File: config.mk
export PLATFORM = sky130hd
export DESIGN_NAME = sram_mbist_top
export DESIGN_NICKNAME = d
export VERILOG_FILES = /design/src/sram_mbist_pkg.sv /design/src/mbist_step_if.sv /design/src/mbist_march_ctrl.sv /design/src/mbist_pattern_gen.sv /design/src/mbist_response_check.sv /design/src/sram_mbist_top.sv
export SDC_FILE = /design/constraint.sdc
export NUM_CORES = 1
export LEC_CHECK = 0
export ABC_AREA = 1
export CAP_MARGIN = 40
export CORE_MARGIN = 2
export CORE_UTILIZATION = 30
export DETAILED_ROUTE_END_ITERATION = 8
export DONT_BUFFER_PORTS = 1
export PLACE_DENSITY = 0.41
export SYNTH_ARGS = -nofsm -noshare
export SYNTH_HDL_FRONTEND = slang
export SYNTH_SLANG_ARGS = --single-unit
File: constraint.sdc
create_clock -name clk -period 3.1 [get_ports clk]
set_clock_uncertainty 0.05 [all_clocks]
set_input_delay 0.62 -clock clk [delete_from_list [all_inputs] [get_ports clk]]
set_output_delay 0.62 -clock clk [all_outputs]
set_load 0.1 [all_outputs]
File: src/sram_mbist_pkg.sv
// sram mbist shared sizes, March C- state encoding and background selects
`default_nettype none

package sram_mbist_pkg;

  // ====================================================================
  // default geometry of the SRAM under test
  // ====================================================================
  localparam int DEF_ADDR_W  = 10;
  localparam int DEF_DATA_W  = 32;
  localparam int DEF_DEPTH   = 1024;
  localparam int DEF_WMASK_W = 1;

  // ====================================================================
  // March C- sequencer states
  // ====================================================================
  // each element is a contiguous run of codes, so ranges decode an element
  typedef enum logic [4:0] {
    ST_IDLE,
    ST_W0_U,
    // r0 w1, address up
    ST_R0W1_U_RD, ST_R0W1_U_CHK, ST_R0W1_U_WWAIT, ST_R0W1_U_WR, ST_R0W1_U_ADV,
    // r1 w0, address up
    ST_R1W0_U_RD, ST_R1W0_U_CHK, ST_R1W0_U_WWAIT, ST_R1W0_U_WR, ST_R1W0_U_ADV,
    // r0 only, address up
    ST_R0_U_RD, ST_R0_U_CHK, ST_R0_U_WAIT, ST_R0_U_ADV,
    // r0 w1, address down
    ST_R0W1_D_RD, ST_R0W1_D_CHK, ST_R0W1_D_WWAIT, ST_R0W1_D_WR, ST_R0W1_D_ADV,
    // r1 w0, address down
    ST_R1W0_D_RD, ST_R1W0_D_CHK, ST_R1W0_D_WWAIT, ST_R1W0_D_WR, ST_R1W0_D_ADV,
    // r0 only, address down
    ST_R0_D_RD, ST_R0_D_CHK, ST_R0_D_WAIT, ST_R0_D_ADV,
    ST_COMPLETE
  } march_state_t;

  // background select, one bit replicated over the whole word
  localparam logic BG_ZERO = 1'b0;
  localparam logic BG_ONE  = 1'b1;

endpackage

`default_nettype wire

File: src/mbist_step_if.sv
// step bundle from the March sequencer to pattern generator and checker
`timescale 1ns/1ps
`default_nettype none

interface mbist_step_if #(
  parameter int ADDR_W = sram_mbist_pkg::DEF_ADDR_W
);

  // address counter value of the current step
  logic [ADDR_W-1:0] addr;
  // write step and the background to write
  logic              wr_stb;
  logic              wr_bg;
  // compare step and the expected background
  logic              chk_stb;
  logic              chk_bg;
  // sequencer sitting in idle / complete
  logic              idle;
  logic              complete;

  // sequencer side drives everything
  modport ctrl (output addr, wr_stb, wr_bg, chk_stb, chk_bg, idle, complete);
  // write path only needs address and write info
  modport gen  (input addr, wr_stb, wr_bg);
  // read path only needs compare info and run status
  modport chk  (input chk_stb, chk_bg, idle, complete);

endinterface

`default_nettype wire

File: src/mbist_march_ctrl.sv
// March C- sequencer with up/down address counter and step decode
`timescale 1ns/1ps
`default_nettype none

module mbist_march_ctrl #(
  parameter int ADDR_W = sram_mbist_pkg::DEF_ADDR_W,
  parameter int DEPTH  = sram_mbist_pkg::DEF_DEPTH
) (
  input  logic       clk,
  input  logic       rst_n,
  input  logic       mbist_en,
  mbist_step_if.ctrl step
);
  import sram_mbist_pkg::*;

  localparam logic [ADDR_W-1:0] LAST_ADDR = ADDR_W'(DEPTH - 1);

  march_state_t      state;
  march_state_t      state_nxt;
  logic [ADDR_W-1:0] cnt;
  logic              cnt_up;
  logic              cnt_down;
  logic              cnt_last;
  logic              load_zero;
  logic              load_top;

  // ====================================================================
  // state machine
  // ====================================================================
  always_ff @(posedge clk or negedge rst_n) begin
    if (!rst_n) begin
      state <= ST_IDLE;
    end else begin
      state <= state_nxt;
    end
  end

  always_comb begin
    state_nxt = state;
    case (state)
      ST_IDLE:         if (mbist_en) state_nxt = ST_W0_U;
      // one write per address
      ST_W0_U:         if (cnt_last) state_nxt = ST_R0W1_U_RD;
      ST_R0W1_U_RD:    state_nxt = ST_R0W1_U_CHK;
      ST_R0W1_U_CHK:   state_nxt = ST_R0W1_U_WWAIT;
      ST_R0W1_U_WWAIT: state_nxt = ST_R0W1_U_WR;
      ST_R0W1_U_WR:    state_nxt = ST_R0W1_U_ADV;
      ST_R0W1_U_ADV:   state_nxt = cnt_last ? ST_R1W0_U_RD : ST_R0W1_U_RD;
      ST_R1W0_U_RD:    state_nxt = ST_R1W0_U_CHK;
      ST_R1W0_U_CHK:   state_nxt = ST_R1W0_U_WWAIT;
      ST_R1W0_U_WWAIT: state_nxt = ST_R1W0_U_WR;
      ST_R1W0_U_WR:    state_nxt = ST_R1W0_U_ADV;
      ST_R1W0_U_ADV:   state_nxt = cnt_last ? ST_R0_U_RD : ST_R1W0_U_RD;
      // read-only element, no write slot
      ST_R0_U_RD:      state_nxt = ST_R0_U_CHK;
      ST_R0_U_CHK:     state_nxt = ST_R0_U_WAIT;
      ST_R0_U_WAIT:    state_nxt = ST_R0_U_ADV;
      ST_R0_U_ADV:     state_nxt = cnt_last ? ST_R0W1_D_RD : ST_R0_U_RD;
      ST_R0W1_D_RD:    state_nxt = ST_R0W1_D_CHK;
      ST_R0W1_D_CHK:   state_nxt = ST_R0W1_D_WWAIT;
      ST_R0W1_D_WWAIT: state_nxt = ST_R0W1_D_WR;
      ST_R0W1_D_WR:    state_nxt = ST_R0W1_D_ADV;
      ST_R0W1_D_ADV:   state_nxt = cnt_last ? ST_R1W0_D_RD : ST_R0W1_D_RD;
      ST_R1W0_D_RD:    state_nxt = ST_R1W0_D_CHK;
      ST_R1W0_D_CHK:   state_nxt = ST_R1W0_D_WWAIT;
      ST_R1W0_D_WWAIT: state_nxt = ST_R1W0_D_WR;
      ST_R1W0_D_WR:    state_nxt = ST_R1W0_D_ADV;
      ST_R1W0_D_ADV:   state_nxt = cnt_last ? ST_R0_D_RD : ST_R1W0_D_RD;
      ST_R0_D_RD:      state_nxt = ST_R0_D_CHK;
      ST_R0_D_CHK:     state_nxt = ST_R0_D_WAIT;
      ST_R0_D_WAIT:    state_nxt = ST_R0_D_ADV;
      // last element done, go straight to complete
      ST_R0_D_ADV:     state_nxt = cnt_last ? ST_COMPLETE : ST_R0_D_RD;
      // hold result until test mode is dropped
      ST_COMPLETE:     if (!mbist_en) state_nxt = ST_IDLE;
      default:         state_nxt = ST_IDLE;
    endcase
  end

  // ====================================================================
  // address counter
  // ====================================================================
  assign cnt_up   = state inside {ST_W0_U, ST_R0W1_U_ADV, ST_R1W0_U_ADV, ST_R0_U_ADV};
  assign cnt_down = state inside {ST_R0W1_D_ADV, ST_R1W0_D_ADV, ST_R0_D_ADV};
  assign cnt_last = (cnt_up && cnt == LAST_ADDR) || (cnt_down && cnt == '0);

  // next element starts at bottom for up, top for down
  assign load_zero = (state inside {ST_W0_U, ST_R0W1_U_ADV, ST_R1W0_U_ADV})
                     && cnt == LAST_ADDR;
  assign load_top  = (state == ST_R0_U_ADV && cnt == LAST_ADDR)
                     || (cnt_down && cnt == '0);

  always_ff @(posedge clk or negedge rst_n) begin
    if (!rst_n) begin
      cnt <= '0;
    end else if (state == ST_IDLE) begin
      cnt <= '0;
    end else if (load_zero) begin
      cnt <= '0;
    end else if (load_top) begin
      cnt <= LAST_ADDR;
    end else if (cnt_up) begin
      cnt <= cnt + ADDR_W'(1);
    end else if (cnt_down) begin
      cnt <= cnt - ADDR_W'(1);
    end
  end

  // ====================================================================
  // step decode
  // ====================================================================
  assign step.addr   = cnt;
  assign step.wr_stb = state inside {ST_W0_U, ST_R0W1_U_WR, ST_R1W0_U_WR,
                                     ST_R0W1_D_WR, ST_R1W0_D_WR};
  // ones written only in the r0 w1 elements
  assign step.wr_bg  = (state inside {[ST_R0W1_U_RD:ST_R0W1_U_ADV],
                                      [ST_R0W1_D_RD:ST_R0W1_D_ADV]}) ? BG_ONE : BG_ZERO;
  // compare lands where the registered read data arrives
  assign step.chk_stb = state inside {ST_R0W1_U_WR, ST_R1W0_U_WR, ST_R0_U_ADV,
                                      ST_R0W1_D_WR, ST_R1W0_D_WR, ST_R0_D_ADV};
  // ones expected only in the r1 w0 elements
  assign step.chk_bg  = (state inside {[ST_R1W0_U_RD:ST_R1W0_U_ADV],
                                       [ST_R1W0_D_RD:ST_R1W0_D_ADV]}) ? BG_ONE : BG_ZERO;
  assign step.idle     = (state == ST_IDLE);
  assign step.complete = (state == ST_COMPLETE);

endmodule

`default_nettype wire

File: src/mbist_pattern_gen.sv
// test address/data/write-enable registers and SRAM port select
`timescale 1ns/1ps
`default_nettype none

module mbist_pattern_gen #(
  parameter int ADDR_W  = sram_mbist_pkg::DEF_ADDR_W,
  parameter int DATA_W  = sram_mbist_pkg::DEF_DATA_W,
  parameter int WMASK_W = sram_mbist_pkg::DEF_WMASK_W
) (
  input  logic               clk,
  input  logic               mbist_en,
  mbist_step_if.gen          step,
  // functional side
  input  logic               cen,
  input  logic               gwen,
  input  logic [WMASK_W-1:0] wen,
  input  logic [ADDR_W-1:0]  a,
  input  logic [DATA_W-1:0]  d,
  // SRAM side
  output logic               sram_cen,
  output logic               sram_gwen,
  output logic [WMASK_W-1:0] sram_wen,
  output logic [ADDR_W-1:0]  sram_a,
  output logic [DATA_W-1:0]  sram_d
);
  import sram_mbist_pkg::*;

  logic [ADDR_W-1:0] test_a;
  logic [DATA_W-1:0] test_d;
  logic              test_wen;

  // ====================================================================
  // test pipeline one cycle behind the sequencer
  // ====================================================================
  always_ff @(posedge clk) begin
    test_a   <= step.addr;
    // active low write enable
    test_wen <= ~step.wr_stb;
    // background bit spread over the word
    test_d   <= {DATA_W{step.wr_bg == BG_ONE}};
  end

  // ====================================================================
  // port select
  // ====================================================================
  // switches immediately with mbist_en, even mid-run
  // chip held selected (active low) in test mode
  assign sram_cen  = mbist_en ? 1'b0 : cen;
  assign sram_gwen = mbist_en ? test_wen : gwen;
  // all mask bits follow the global enable
  assign sram_wen  = mbist_en ? {WMASK_W{test_wen}} : wen;
  assign sram_a    = mbist_en ? test_a : a;
  assign sram_d    = mbist_en ? test_d : d;

endmodule

`default_nettype wire

File: src/mbist_response_check.sv
// read data compare, sticky fail flag, done and pass levels
`timescale 1ns/1ps
`default_nettype none

module mbist_response_check #(
  parameter int DATA_W = sram_mbist_pkg::DEF_DATA_W
) (
  input  logic              clk,
  input  logic              rst_n,
  input  logic [DATA_W-1:0] sram_q,
  mbist_step_if.chk         step,
  output logic              mbist_done,
  output logic              mbist_pass
);
  import sram_mbist_pkg::*;

  logic [DATA_W-1:0] q_d;
  logic [DATA_W-1:0] exp_d;
  logic              mismatch;
  logic              fail;

  // ====================================================================
  // compare
  // ====================================================================
  // read data and expected word line up in the compare state
  always_ff @(posedge clk) begin
    q_d   <= sram_q;
    exp_d <= {DATA_W{step.chk_bg == BG_ONE}};
  end

  assign mismatch = step.chk_stb && (q_d != exp_d);

  // sticky until the sequencer goes back to idle
  always_ff @(posedge clk or negedge rst_n) begin
    if (!rst_n) begin
      fail <= 1'b0;
    end else if (step.idle) begin
      fail <= 1'b0;
    end else if (mismatch) begin
      fail <= 1'b1;
    end
  end

  // ====================================================================
  // status
  // ====================================================================
  // done trails complete by a cycle, pass is settled by then
  always_ff @(posedge clk or negedge rst_n) begin
    if (!rst_n) begin
      mbist_done <= 1'b0;
      mbist_pass <= 1'b0;
    end else begin
      mbist_done <= step.complete;
      mbist_pass <= ~fail;
    end
  end

endmodule

`default_nettype wire

File: src/sram_mbist_top.sv
// March C- MBIST wrapper for one single-port synchronous SRAM
`timescale 1ns/1ps
`default_nettype none

module sram_mbist_top #(
  parameter int ADDR_W  = sram_mbist_pkg::DEF_ADDR_W,
  parameter int DATA_W  = sram_mbist_pkg::DEF_DATA_W,
  parameter int DEPTH   = sram_mbist_pkg::DEF_DEPTH,
  parameter int WMASK_W = sram_mbist_pkg::DEF_WMASK_W
) (
  input  logic               clk,
  input  logic               rst_n,
  // test control and result
  input  logic               mbist_en,
  output logic               mbist_done,
  output logic               mbist_pass,
  // functional port
  input  logic               cen,
  input  logic               gwen,
  input  logic [WMASK_W-1:0] wen,
  input  logic [ADDR_W-1:0]  a,
  input  logic [DATA_W-1:0]  d,
  // SRAM port
  output logic               sram_cen,
  output logic               sram_gwen,
  output logic [WMASK_W-1:0] sram_wen,
  output logic [ADDR_W-1:0]  sram_a,
  output logic [DATA_W-1:0]  sram_d,
  input  logic [DATA_W-1:0]  sram_q
);

  // sequencer to datapath
  mbist_step_if #(.ADDR_W(ADDR_W)) step ();

  mbist_march_ctrl #(.ADDR_W(ADDR_W), .DEPTH(DEPTH)) u_march_ctrl (
    .clk(clk), .rst_n(rst_n), .mbist_en(mbist_en), .step(step.ctrl)
  );

  mbist_pattern_gen #(
    .ADDR_W(ADDR_W), .DATA_W(DATA_W), .WMASK_W(WMASK_W)
  ) u_pattern_gen (
    .clk(clk), .mbist_en(mbist_en), .step(step.gen),
    .cen(cen), .gwen(gwen), .wen(wen), .a(a), .d(d),
    .sram_cen(sram_cen), .sram_gwen(sram_gwen), .sram_wen(sram_wen),
    .sram_a(sram_a), .sram_d(sram_d)
  );

  mbist_response_check #(.DATA_W(DATA_W)) u_response_check (
    .clk(clk), .rst_n(rst_n), .sram_q(sram_q), .step(step.chk),
    .mbist_done(mbist_done), .mbist_pass(mbist_pass)
  );

endmodule

`default_nettype wire

==> Word-level counts from Yosys, hierarchy flattened <==
Index checks and enable logic that the tools add are counted.
{ "op_classes": {"add_sub_neg": 2, "magnitude_cmp": 8, "eq_ne": 35, "n_mux": 24, "bitwise_logic": 2, "n_reduce_logical": 23} }
{ "ops": {"columns": ["cell", "count"], "rows": [
  ["$pmux 5 s31", 1],
  ["$eq 5x5->1 const B", 15],
  ["$mux 10", 6],
  ["$eq 5x4->1 const B", 8],
  ["$mux 32", 1],
  ["$ne 32x32->1", 1],
  ["$eq 5x3->1 const B", 4],
  ["$mux 5", 4],
  ["$add 10x1->10 const B", 1],
  ["$eq 10x10->1 const B", 1],
  ["$eq 5x2->1 const B", 2],
  ["$ge 5x5->1 const B", 2],
  ["$le 5x5->1 const B", 2],
  ["$logic_not 10->1", 1],
  ["$reduce_bool 5->1", 2],
  ["$sub 10x1->10 const B", 1],
  ["$logic_and 1x1->1", 9],
  ["$mux 3", 3],
  ["$mux 4", 2],
  ["$mux 1", 7],
  ["$reduce_bool 2->1", 3],
  ["$reduce_bool 3->1", 2],
  ["$reduce_bool 6->1", 1],
  ["$eq 5x1->1 const B", 1],
  ["other kinds (11)", 14]
]} }
{ "totals": {"reg_bits": 63, "input_bits": 80, "output_inout_bits": 47, "word_cells": 104} }

==> Depth between registers and ports, before layout <==
Gate-level depths: netlist of the first run.
{ "logic_depth": {"word_depth": 7, "depth_mapped": 17, "depth_no_buf": 16} }

==> Modules after synthesis <==
From an unflattened synthesis of the first run, not the netlist that was laid out.
{ "unflattened": {"cells_unflattened": 515, "hier_area_um2": 3468.3} }
{ "by_module_without_submodules": {"columns": ["module", "n_inst", "cells_per_inst", "area_each_um2", "seq_area_each_um2"], "rows": [
  ["mbist_march_ctrl", 1, 289, 1767.9, 375.4],
  ["mbist_response_check", 1, 102, 1029.7, 735.7],
  ["mbist_pattern_gen", 1, 124, 670.6, 240.2]
]} }

==> Least setup slack after synthesis of the first run <==
No wires, ideal clock.
{ "synth_timing": {"path_type": "input to output", "start": "in mbist_en", "end": "out sram_cen", "arrival_ns": 2.085, "required_time_ns": 2.430, "path_slack_ns": 0.345, "path_stages": 2, "path_buffers": 1, "cell_sequence": "clkbuf_1 -> nor2_1"} }
{ "synth_between": {"elab_chain_len": 1} }
{ "synth_rtl": {"columns": ["element", "line", "text"], "rows": [
  ["start: declaration", "sram_mbist_top.sv:14", "input logic mbist_en,"],
  ["$mux 1", "mbist_pattern_gen.sv:48", "assign sram_cen = mbist_en ? 1'b0 : cen;"],
  ["end: declaration", "sram_mbist_top.sv:24", "output logic sram_cen,"]
]} }
Every way passes these cells.

==> Worst setup path after layout of the first run <==
{ "layout_timing": {"start": "reg u_march_ctrl.state[3]", "end": "reg u_march_ctrl.cnt[8] (netlist: u_march_ctrl.step.addr[8])"} }
{ "layout_between": {"elab_chain_len": 7, "word_cells_on_any_way": 20, "classes_between": "7 x eq/ne; 4 x mux; 9 x reduce/logical"} }
{ "layout_rtl": {"columns": ["element", "line", "text"], "rows": [
  ["start: declaration", "mbist_march_ctrl.sv:18", "march_state_t state;"],
  ["start signal: assignment", "mbist_march_ctrl.sv:34", "state <= state_nxt;"],
  ["$eq 5x5->1", "mbist_march_ctrl.sv:84", "assign cnt_down = state inside {ST_R0W1_D_ADV, ST_R1W0_D_ADV, ST_R0_D_ADV};"],
  ["$reduce_bool 3->1", "mbist_march_ctrl.sv:84", null],
  ["$logic_and 1x1->1", "mbist_march_ctrl.sv:91", "|| (cnt_down && cnt == '0);"],
  ["$logic_or 1x1->1", "mbist_march_ctrl.sv:91", null],
  ["$mux 10", "mbist_march_ctrl.sv:100", "end else if (load_top) begin"],
  ["$mux 10", "mbist_march_ctrl.sv:98", "end else if (load_zero) begin"],
  ["$mux 10", "mbist_march_ctrl.sv:96", "end else if (state == ST_IDLE) begin"],
  ["end signal: assignment", "mbist_march_ctrl.sv:103", "cnt <= cnt + ADDR_W'(1);"],
  ["end signal: assignment", "mbist_march_ctrl.sv:105", "cnt <= cnt - ADDR_W'(1);"],
  ["end: declaration", "mbist_march_ctrl.sv:20", "logic [ADDR_W-1:0] cnt;"]
]} }
Parallel ways exist; a longest one is shown, timed or not.
A chain may end at the register's enable or synchronous reset.

==> run metrics, run 1 <==
final cell count without fillers 683; Critical Path Fanout Max 13; slew margin rel. 65.0%; largest net degree at the start of global routing 30; count of cell types in the netlist between 40 and 50; PostCTS Resize Cnt 0; post-route setup TNS 0 ns; antenna violations before repair 0; max-slew violations 0; Clock Sinks 63; Avg Cell Area, Syn 6.86 um2; Tot Pwr 5070 uW; Syn Inst Count 488; P_leak 0.00215 uW; MaxCap Viol Count 0; ant diodes 0; max incr delay on CP ~0.57 ns; CP max-delay cell dfrtp_1; Root Buffer clkbuf_8; number of synthesized flops with an enable pin 0; #FFs+latches synth between 60 and 70; Fill cells 1155; CP cell instances nor2_4 > nand3_1 > nand3_2 > inv_1 > ha_1 > nand3_1 > nand3_1 > nand2_1 > nor2_1 > nand2_1 > nand3_1 > nand2_1 > o21ai_1 > o21ai_1; Mapped Area 0.00335 mm2; HP Class input port to flop; first-pass GRT wire length 14.3 mm; CP arrival ~3.0 ns; grt ovf 0; Hold Path Depth 0; Post-Route WL 9.54 mm; PwrDens 1230 mW/mm2; area grow syn2layout 23.4%; drt wl/cell between 10 and 15 um; H-tree levels 3; Final Critical Period 2.78 ns; Nets 627; reg2reg start u_march_ctrl.state[3]; worst skew pair latency 0.34 ns; FMAX about 360 MHz; period utilization 89.8%; Multi-input gate area between 0.0015 and 0.002 mm2; # Post-CTS Setup Buffers 0; WS Path Type flop to flop; Min Hold Slack 0.251 ns; hold_sp sram_q[5]; DR vias/cell around 4.8; unrepaired setup endpoints after global routing no; post-synthesis sequential area ratio 40.3%; hpwl dp 7.63 mm; CP endpoint kind flop; FF-to-FF setup slack between 0.3 and 0.4 ns; FP Rows 38; crit start category flop; Tightest Pin Transition 0.525 ns; storage element area around 0.0014 mm2; gr usage total around 16%; Die Span X 110 um; CTS Buf Count 9; DRC viols 0; Final Hold Vio Count 0; # IOs 127; R2R Path End u_march_ctrl.step.addr[8]; Synth async-reset ratio roughly 29%; Starting Density between 30% and 40%; maximum vdd drop 0.523 mV; initial DRC count 285; Die Ht approximately 110 um; Hold Path End u_response_check.q_d[5]; layout cell share with drive strength beyond 1 18.6%; status completed; core area 0.0109 mm2; Final ANT Viol Nets 0; Clock Path Buffers 2; total vias in the final route 3278; most used cell, CP nand3_1; # setup viols final 0; Post-synth top flop dfxtp_1; worst-case reg-to-reg path depth 14; TritonCTS clock tree yes; first-pass detailed-route iteration total 4; GP Congestion 0.846; yosys warns 0; Synthesized Nets between 500 and 600; port buffer count 0; Req. time, crit path between 3 and 4 ns; Die ar. 0.0120 mm2; clock-pin slew on the worst setup and hold paths 0.07 ns; # placed instances 665; vias in the first global route between 2000 and 3000
[layout by cell type (no fill, tap or decap), drive strengths merged]
cell type,synthesis,final
inv,47,49
buf,6,52
dfrtp,18,18
clkbuf,8,10
a21boi,1,1
nand2,187,187
dlygate4sd3,0,1
nand3b,1,1
o22ai,1,1
a21oi,12,12
xor2,2,2
o2111ai,1,1
a221oi,1,1
o211ai,1,1
nor4,1,1
a211oi,1,1
nor2,43,43
o21ai,29,29
and2,2,2
o21bai,1,1
nor3,13,13
and3,2,2
or2,1,1
o31ai,3,3
ha,8,8
clkinvlp,0,1
nor3b,1,1
bufinv,0,2
fa,1,1
nand4,15,15
dfxtp,45,45
nand3,35,35
clkinv,1,2
[synth_stat cells, drive strengths merged (2+ instances only)]
| cell | instances | area [um2] |
|---|---|---|
| a21oi | 12 | 60.1 |
| and2 | 2 | 12.5 |
| and3 | 2 | 12.5 |
| buf | 6 | 40.0 |
| clkbuf | 8 | 30.0 |
| dfrtp | 18 | 450 |
| dfxtp | 45 | 901 |
| ha | 8 | 100 |
| inv | 47 | 176 |
| nand2 | 187 | 727 |
| nand3 | 35 | 200 |
| nand4 | 15 | 93.8 |
| nor2 | 43 | 186 |
| nor3 | 13 | 65.1 |
| o21ai | 29 | 149 |
| o31ai | 3 | 22.5 |
| xor2 | 2 | 17.5 |
[logic make-up after synthesis]
| kind of cell | count (synthesis) | share of synthesized area, % |
|---|---|---|
| AO/OA/AOI/OAI | 51 | 8.52 |
| XOR/XNOR | 2 | 0.523 |
| adder cells (fa/ha/maj) | 9 | 3.59 |
| buffers and inverters | 62 | 7.47 |
| flip-flops | 63 | 40.3 |
| AND/OR/NAND/NOR | 301 | 39.6 |
[metal layers]
metal	global-route usage, %	wire (um)	vias up
met5	0	0	-
met4	5.15	159	0
met3	4.27	929	13
met2	29.0	4610	168
met1	17.9	3840	1424
li1	-	-	1673
[cell type report]
cell class	instances	area share, %
repair buffers	53	10.8
multi-input cells	363	42.4
clock buffers	10	3.33
inverters	48	4.36
well taps	140	4.24
flip-flops and latches	63	32.7
clock inverters	6	2.18
[sequential cells by signal, summed over array words and instances, names as in the netlist]
| register | cells |
|---|---|
| u_march_ctrl.state | 5 |
| u_march_ctrl.step.addr | 10 |
| u_pattern_gen.test_a | 10 |
| u_pattern_gen.test_d | 1 |
| u_pattern_gen.test_wen | 1 |
| u_response_check.exp_d | 1 |
| u_response_check.fail | 1 |
| u_response_check.mbist_done | 1 |
| u_response_check.mbist_pass | 1 |
| u_response_check.q_d | 32 |
[what timing repair did]
item / CTS / global route
hold buffers: 1 / 0
endpoints found under the setup margin: 0 / 0
hold endpoints to repair: 18 / 0
[worst max-delay path, delay by kind of cell, from the launching register on]
kind / cells / cell delay [ns]
AND/OR/NAND/NOR: 10 / 1.26
flip-flops: 1 / 0.57
adder cells (fa/ha/maj): 1 / 0.43
buffers and inverters: 1 / 0.20
AO/OA/AOI/OAI: 2 / 0.17
[where the power goes]
| part | leakage [uW] | switching, uW | internal, uW | total [uW] |
|---|---|---|---|---|
| registers | 0.000610 | 205 | 992 | 1200 |
| clock network | 0.000113 | 335 | 479 | 814 |
| logic | 0.00142 | 2230 | 825 | 3060 |
| total | 0.00215 | 2780 | 2300 | 5070 |
[worst max path at each step]
| stage | start | to | slack [ns] | cells past startpoint |
|---|---|---|---|---|
| 3_5_place_dp | u_march_ctrl.state[3] | u_march_ctrl.step.addr[8] | 0.35 | 14 |
| 5_1_grt | u_march_ctrl.state[3] | u_march_ctrl.step.addr[7] | 0.07 | 13 |
| 2_1_floorplan | mbist_en | sram_cen | 0.35 | 2 |
| 6_report | u_march_ctrl.state[3] | u_march_ctrl.step.addr[8] | 0.32 | 14 |
| 3_3_place_gp | u_march_ctrl.state[3] | u_march_ctrl.step.addr[5] | 0.36 | 11 |
| 4_1_cts | u_march_ctrl.state[3] | u_march_ctrl.step.addr[8] | 0.33 | 14 |
[metrics by stage]
step	util, %	area (um2)	setup slack, ns
floorplan	-	3350	0.345
global placement	35.1	3820	0.361
detailed placement	35.6	3880	0.346
CTS	37.8	4120	0.328
global route	38.0	4130	0.0724
finish	38.0	4130	0.316
Note: power is estimated with default switching activity, not from simulation.
==> run 2, diff against run 1 <==
==> constraint.sdc (replaced) <==
create_clock -name clk -period 3.1 [get_ports clk]
set_clock_uncertainty 0.05 [all_clocks]
set_input_delay 0 -clock clk [delete_from_list [all_inputs] [get_ports clk]]
set_output_delay 0 -clock clk [all_outputs]
set_load 0.1 [all_outputs]
==> run metrics, run 2 (synthesis gave the netlist of run 1 again) <==
status completed; Die Ht 110 um (unchanged); drt wl/cell 13.9 um (-0.75%); first-pass GRT wire length 15.5 mm (+8.4%); Final Hold Vio Count 0 (unchanged); DR vias/cell 4.88 (+1.6%); Placed Area 0.00410 mm2 (+5.7%); Req. time, crit path 3.27 ns (about the same); Root Buffer clkbuf_8; P_leak 0.00235 uW (+9.7%); Fill cells 1089 (-5.7%); area grow syn2layout 39.8%; reg2reg start u_march_ctrl.state[3]; max reg flops 32 (unchanged); FP Rows 38 (unchanged); core area 0.0109 mm2 (unchanged); CP arrival 2.96 ns (about the same); post-route setup TNS 0 ns (unchanged); maximum vdd drop 0.585 mV (+12%); min setup slack post-route 0.314 ns (-0.00152 ns); port buffer count 0 (unchanged); CTS Buf Count 9 (unchanged); layout cell share with drive strength beyond 1 17.4% (-1.2 points); Die ar. 0.0120 mm2 (unchanged); initial DRC count 260 (-8.8%); ant diodes 0 (unchanged); slew margin rel. 54.4% (-11 points); most common cell after layout, fill and taps aside nand2_1; Post-Route WL 9.91 mm (+3.9%); # placed instances 664 (-0.15%); total vias in the final route 3488 (+6.4%); # setup viols final 0 (unchanged); Clock Sinks 63 (unchanged); vias in the first global route 3248 (+9.0%); Clock Path Buffers 2 (unchanged); antenna violations before repair 0 (unchanged); period utilization 89.9% (about the same); Tightest Pin Transition 0.683 ns (+0.157 ns); DRC viols 0 (unchanged); P_sw 2820 uW (+1.5%); Critical path origin u_march_ctrl.state[3]; CP endpoint kind flop; gr usage total 17.0% (+1.1 points); post-route design area 0.00468 mm2 (+13%); unrepaired setup endpoints after global routing no; max-slew violations 0 (unchanged); grt ovf 0 (unchanged); WS Path Type flop to flop; clock-pin slew on the worst setup and hold paths 0.07 ns (about the same); crit start category flop; Starting Density 30.8% (unchanged); post-place setup slack 0.343 ns (-0.00262 ns); HP Class input port to output port; Sw Share 53.7% (-1.0 points); Die Span X 110 um (unchanged); Min Hold Slack 0.145 ns (-0.106 ns); PwrDens 1120 mW/mm2 (-8.7%); hpwl dp 7.82 mm (+2.5%); Seq pwr share 22.7% (-0.9 points); GP Congestion 0.885 (+4.6%); Critical Path Fanout Max 13 (unchanged); most frequent cells in the layout nand2_1, dfxtp_1, inv_1, nor2_1, dlygate4sd3_1; FMAX 359 MHz (about the same); final cell count without fillers 715 (+4.7%); first-pass detailed-route iteration total 5 (+1); Final Critical Period 2.79 ns (+0.00152 ns); Most flops, register u_response_check.q_d; # Post-CTS Setup Buffers 0 (unchanged); Final ANT Viol Nets 0 (unchanged); # IOs 127 (unchanged); H-tree levels 3 (unchanged); worst skew pair latency 0.33 ns (about the same); Logic pwr share 62.5% (+2.2 points); Nets 659 (+5.1%); Cell Int Power 2430 uW (+5.7%); hold_sp mbist_en; MaxCap Viol Count 0 (unchanged); TritonCTS clock tree yes; Clock power frac 14.8% (-1.3 points); largest net degree at the start of global routing 47 (+57%)
==> run 2: cell count changes in the layout (fill, tap and decap cells not counted) <==
| cell | before | now |
|---|---|---|
| buf_16 | 2 | 3 |
| buf_4 | 49 | 19 |
| buf_8 | 1 | 29 |
| bufinv_16 | 2 | 1 |
| clkbuf_16 | 0 | 1 |
| clkbuf_8 | 10 | 11 |
| dlygate4sd3_1 | 1 | 34 |
| inv_4 | 0 | 1 |
| inv_6 | 2 | 0 |
==> run 2: per-stage QoR <==
stage          total power (uW)  util, %
6_report                   5240     43.0
5_1_grt                    5670     43.0
4_1_cts                    5260     42.8
3_5_place_dp               4430     37.7
3_3_place_gp               4150     33.1
2_1_floorplan              3620        -
==> run 2: power by group through the flow <==
stage	Clock, uW	Combinational [uW]	Sequential [uW]
after floorplan	0	2480	1140
after global placement	0	2910	1240
after detailed placement	0	3230	1210
after CTS	802	3270	1190
after global routing	847	3590	1230
final	776	3280	1190
==> run 2: layout make-up <==
cell class	instances	area [um2]	area share [%]
Clock buffer	12	176	3.77
Clock inverter	4	48.8	1.04
Sequential cell	63	1350	28.9
Multi-Input combinational cell	363	1750	37.4
Tap cell	140	175	3.74
Timing Repair Buffer	85	1000	21.4
Inverter	48	180	3.85
==> run 2: layer usage <==
metal,share of wire (%),routed length [um],global-route usage [%]
met5,0,0,0
met4,2.0,198,5.33
met3,8.0,791,3.79
met2,50,4980,31.9
met1,40,3940,18.8
==> run 2: what timing repair did <==
action,4_1_cts,5_1_grt
hold buffers,33,1
gates resized for setup,0,0
setup endpoints to repair,0,0
hold endpoints to repair,50,1
==> run 2: worst max-delay path: stages (launching register included) <==
cell and delay, ns:
dfrtp_1 0.56, nor2_4 0.27, nand3_1 0.16, nand3_2 0.15, inv_1 0.20, ha_1 0.43, nand3_1 0.12, nand3_1 0.08
nand2_1 0.07, nor2_1 0.16, nand2_1 0.10, nand3_1 0.08, nand2_1 0.05, o21ai_1 0.11, o21ai_1 0.07
==> run 2: path summary, 6_finish.rpt <==
path / end / slack, ns / cells past startpoint
max in group asynchronous: u_march_ctrl.step.addr[0] / 2.20 / 3
setup reg to reg: u_march_ctrl.step.addr[8] / 0.31 / 14
hold / removal: sram_cen / 0.15 / 2
min in group asynchronous: u_response_check.mbist_done / 0.43 / 2
hold reg to reg: u_response_check.mbist_pass / 0.36 / 1
setup / recovery: u_march_ctrl.step.addr[8] / 0.31 / 14
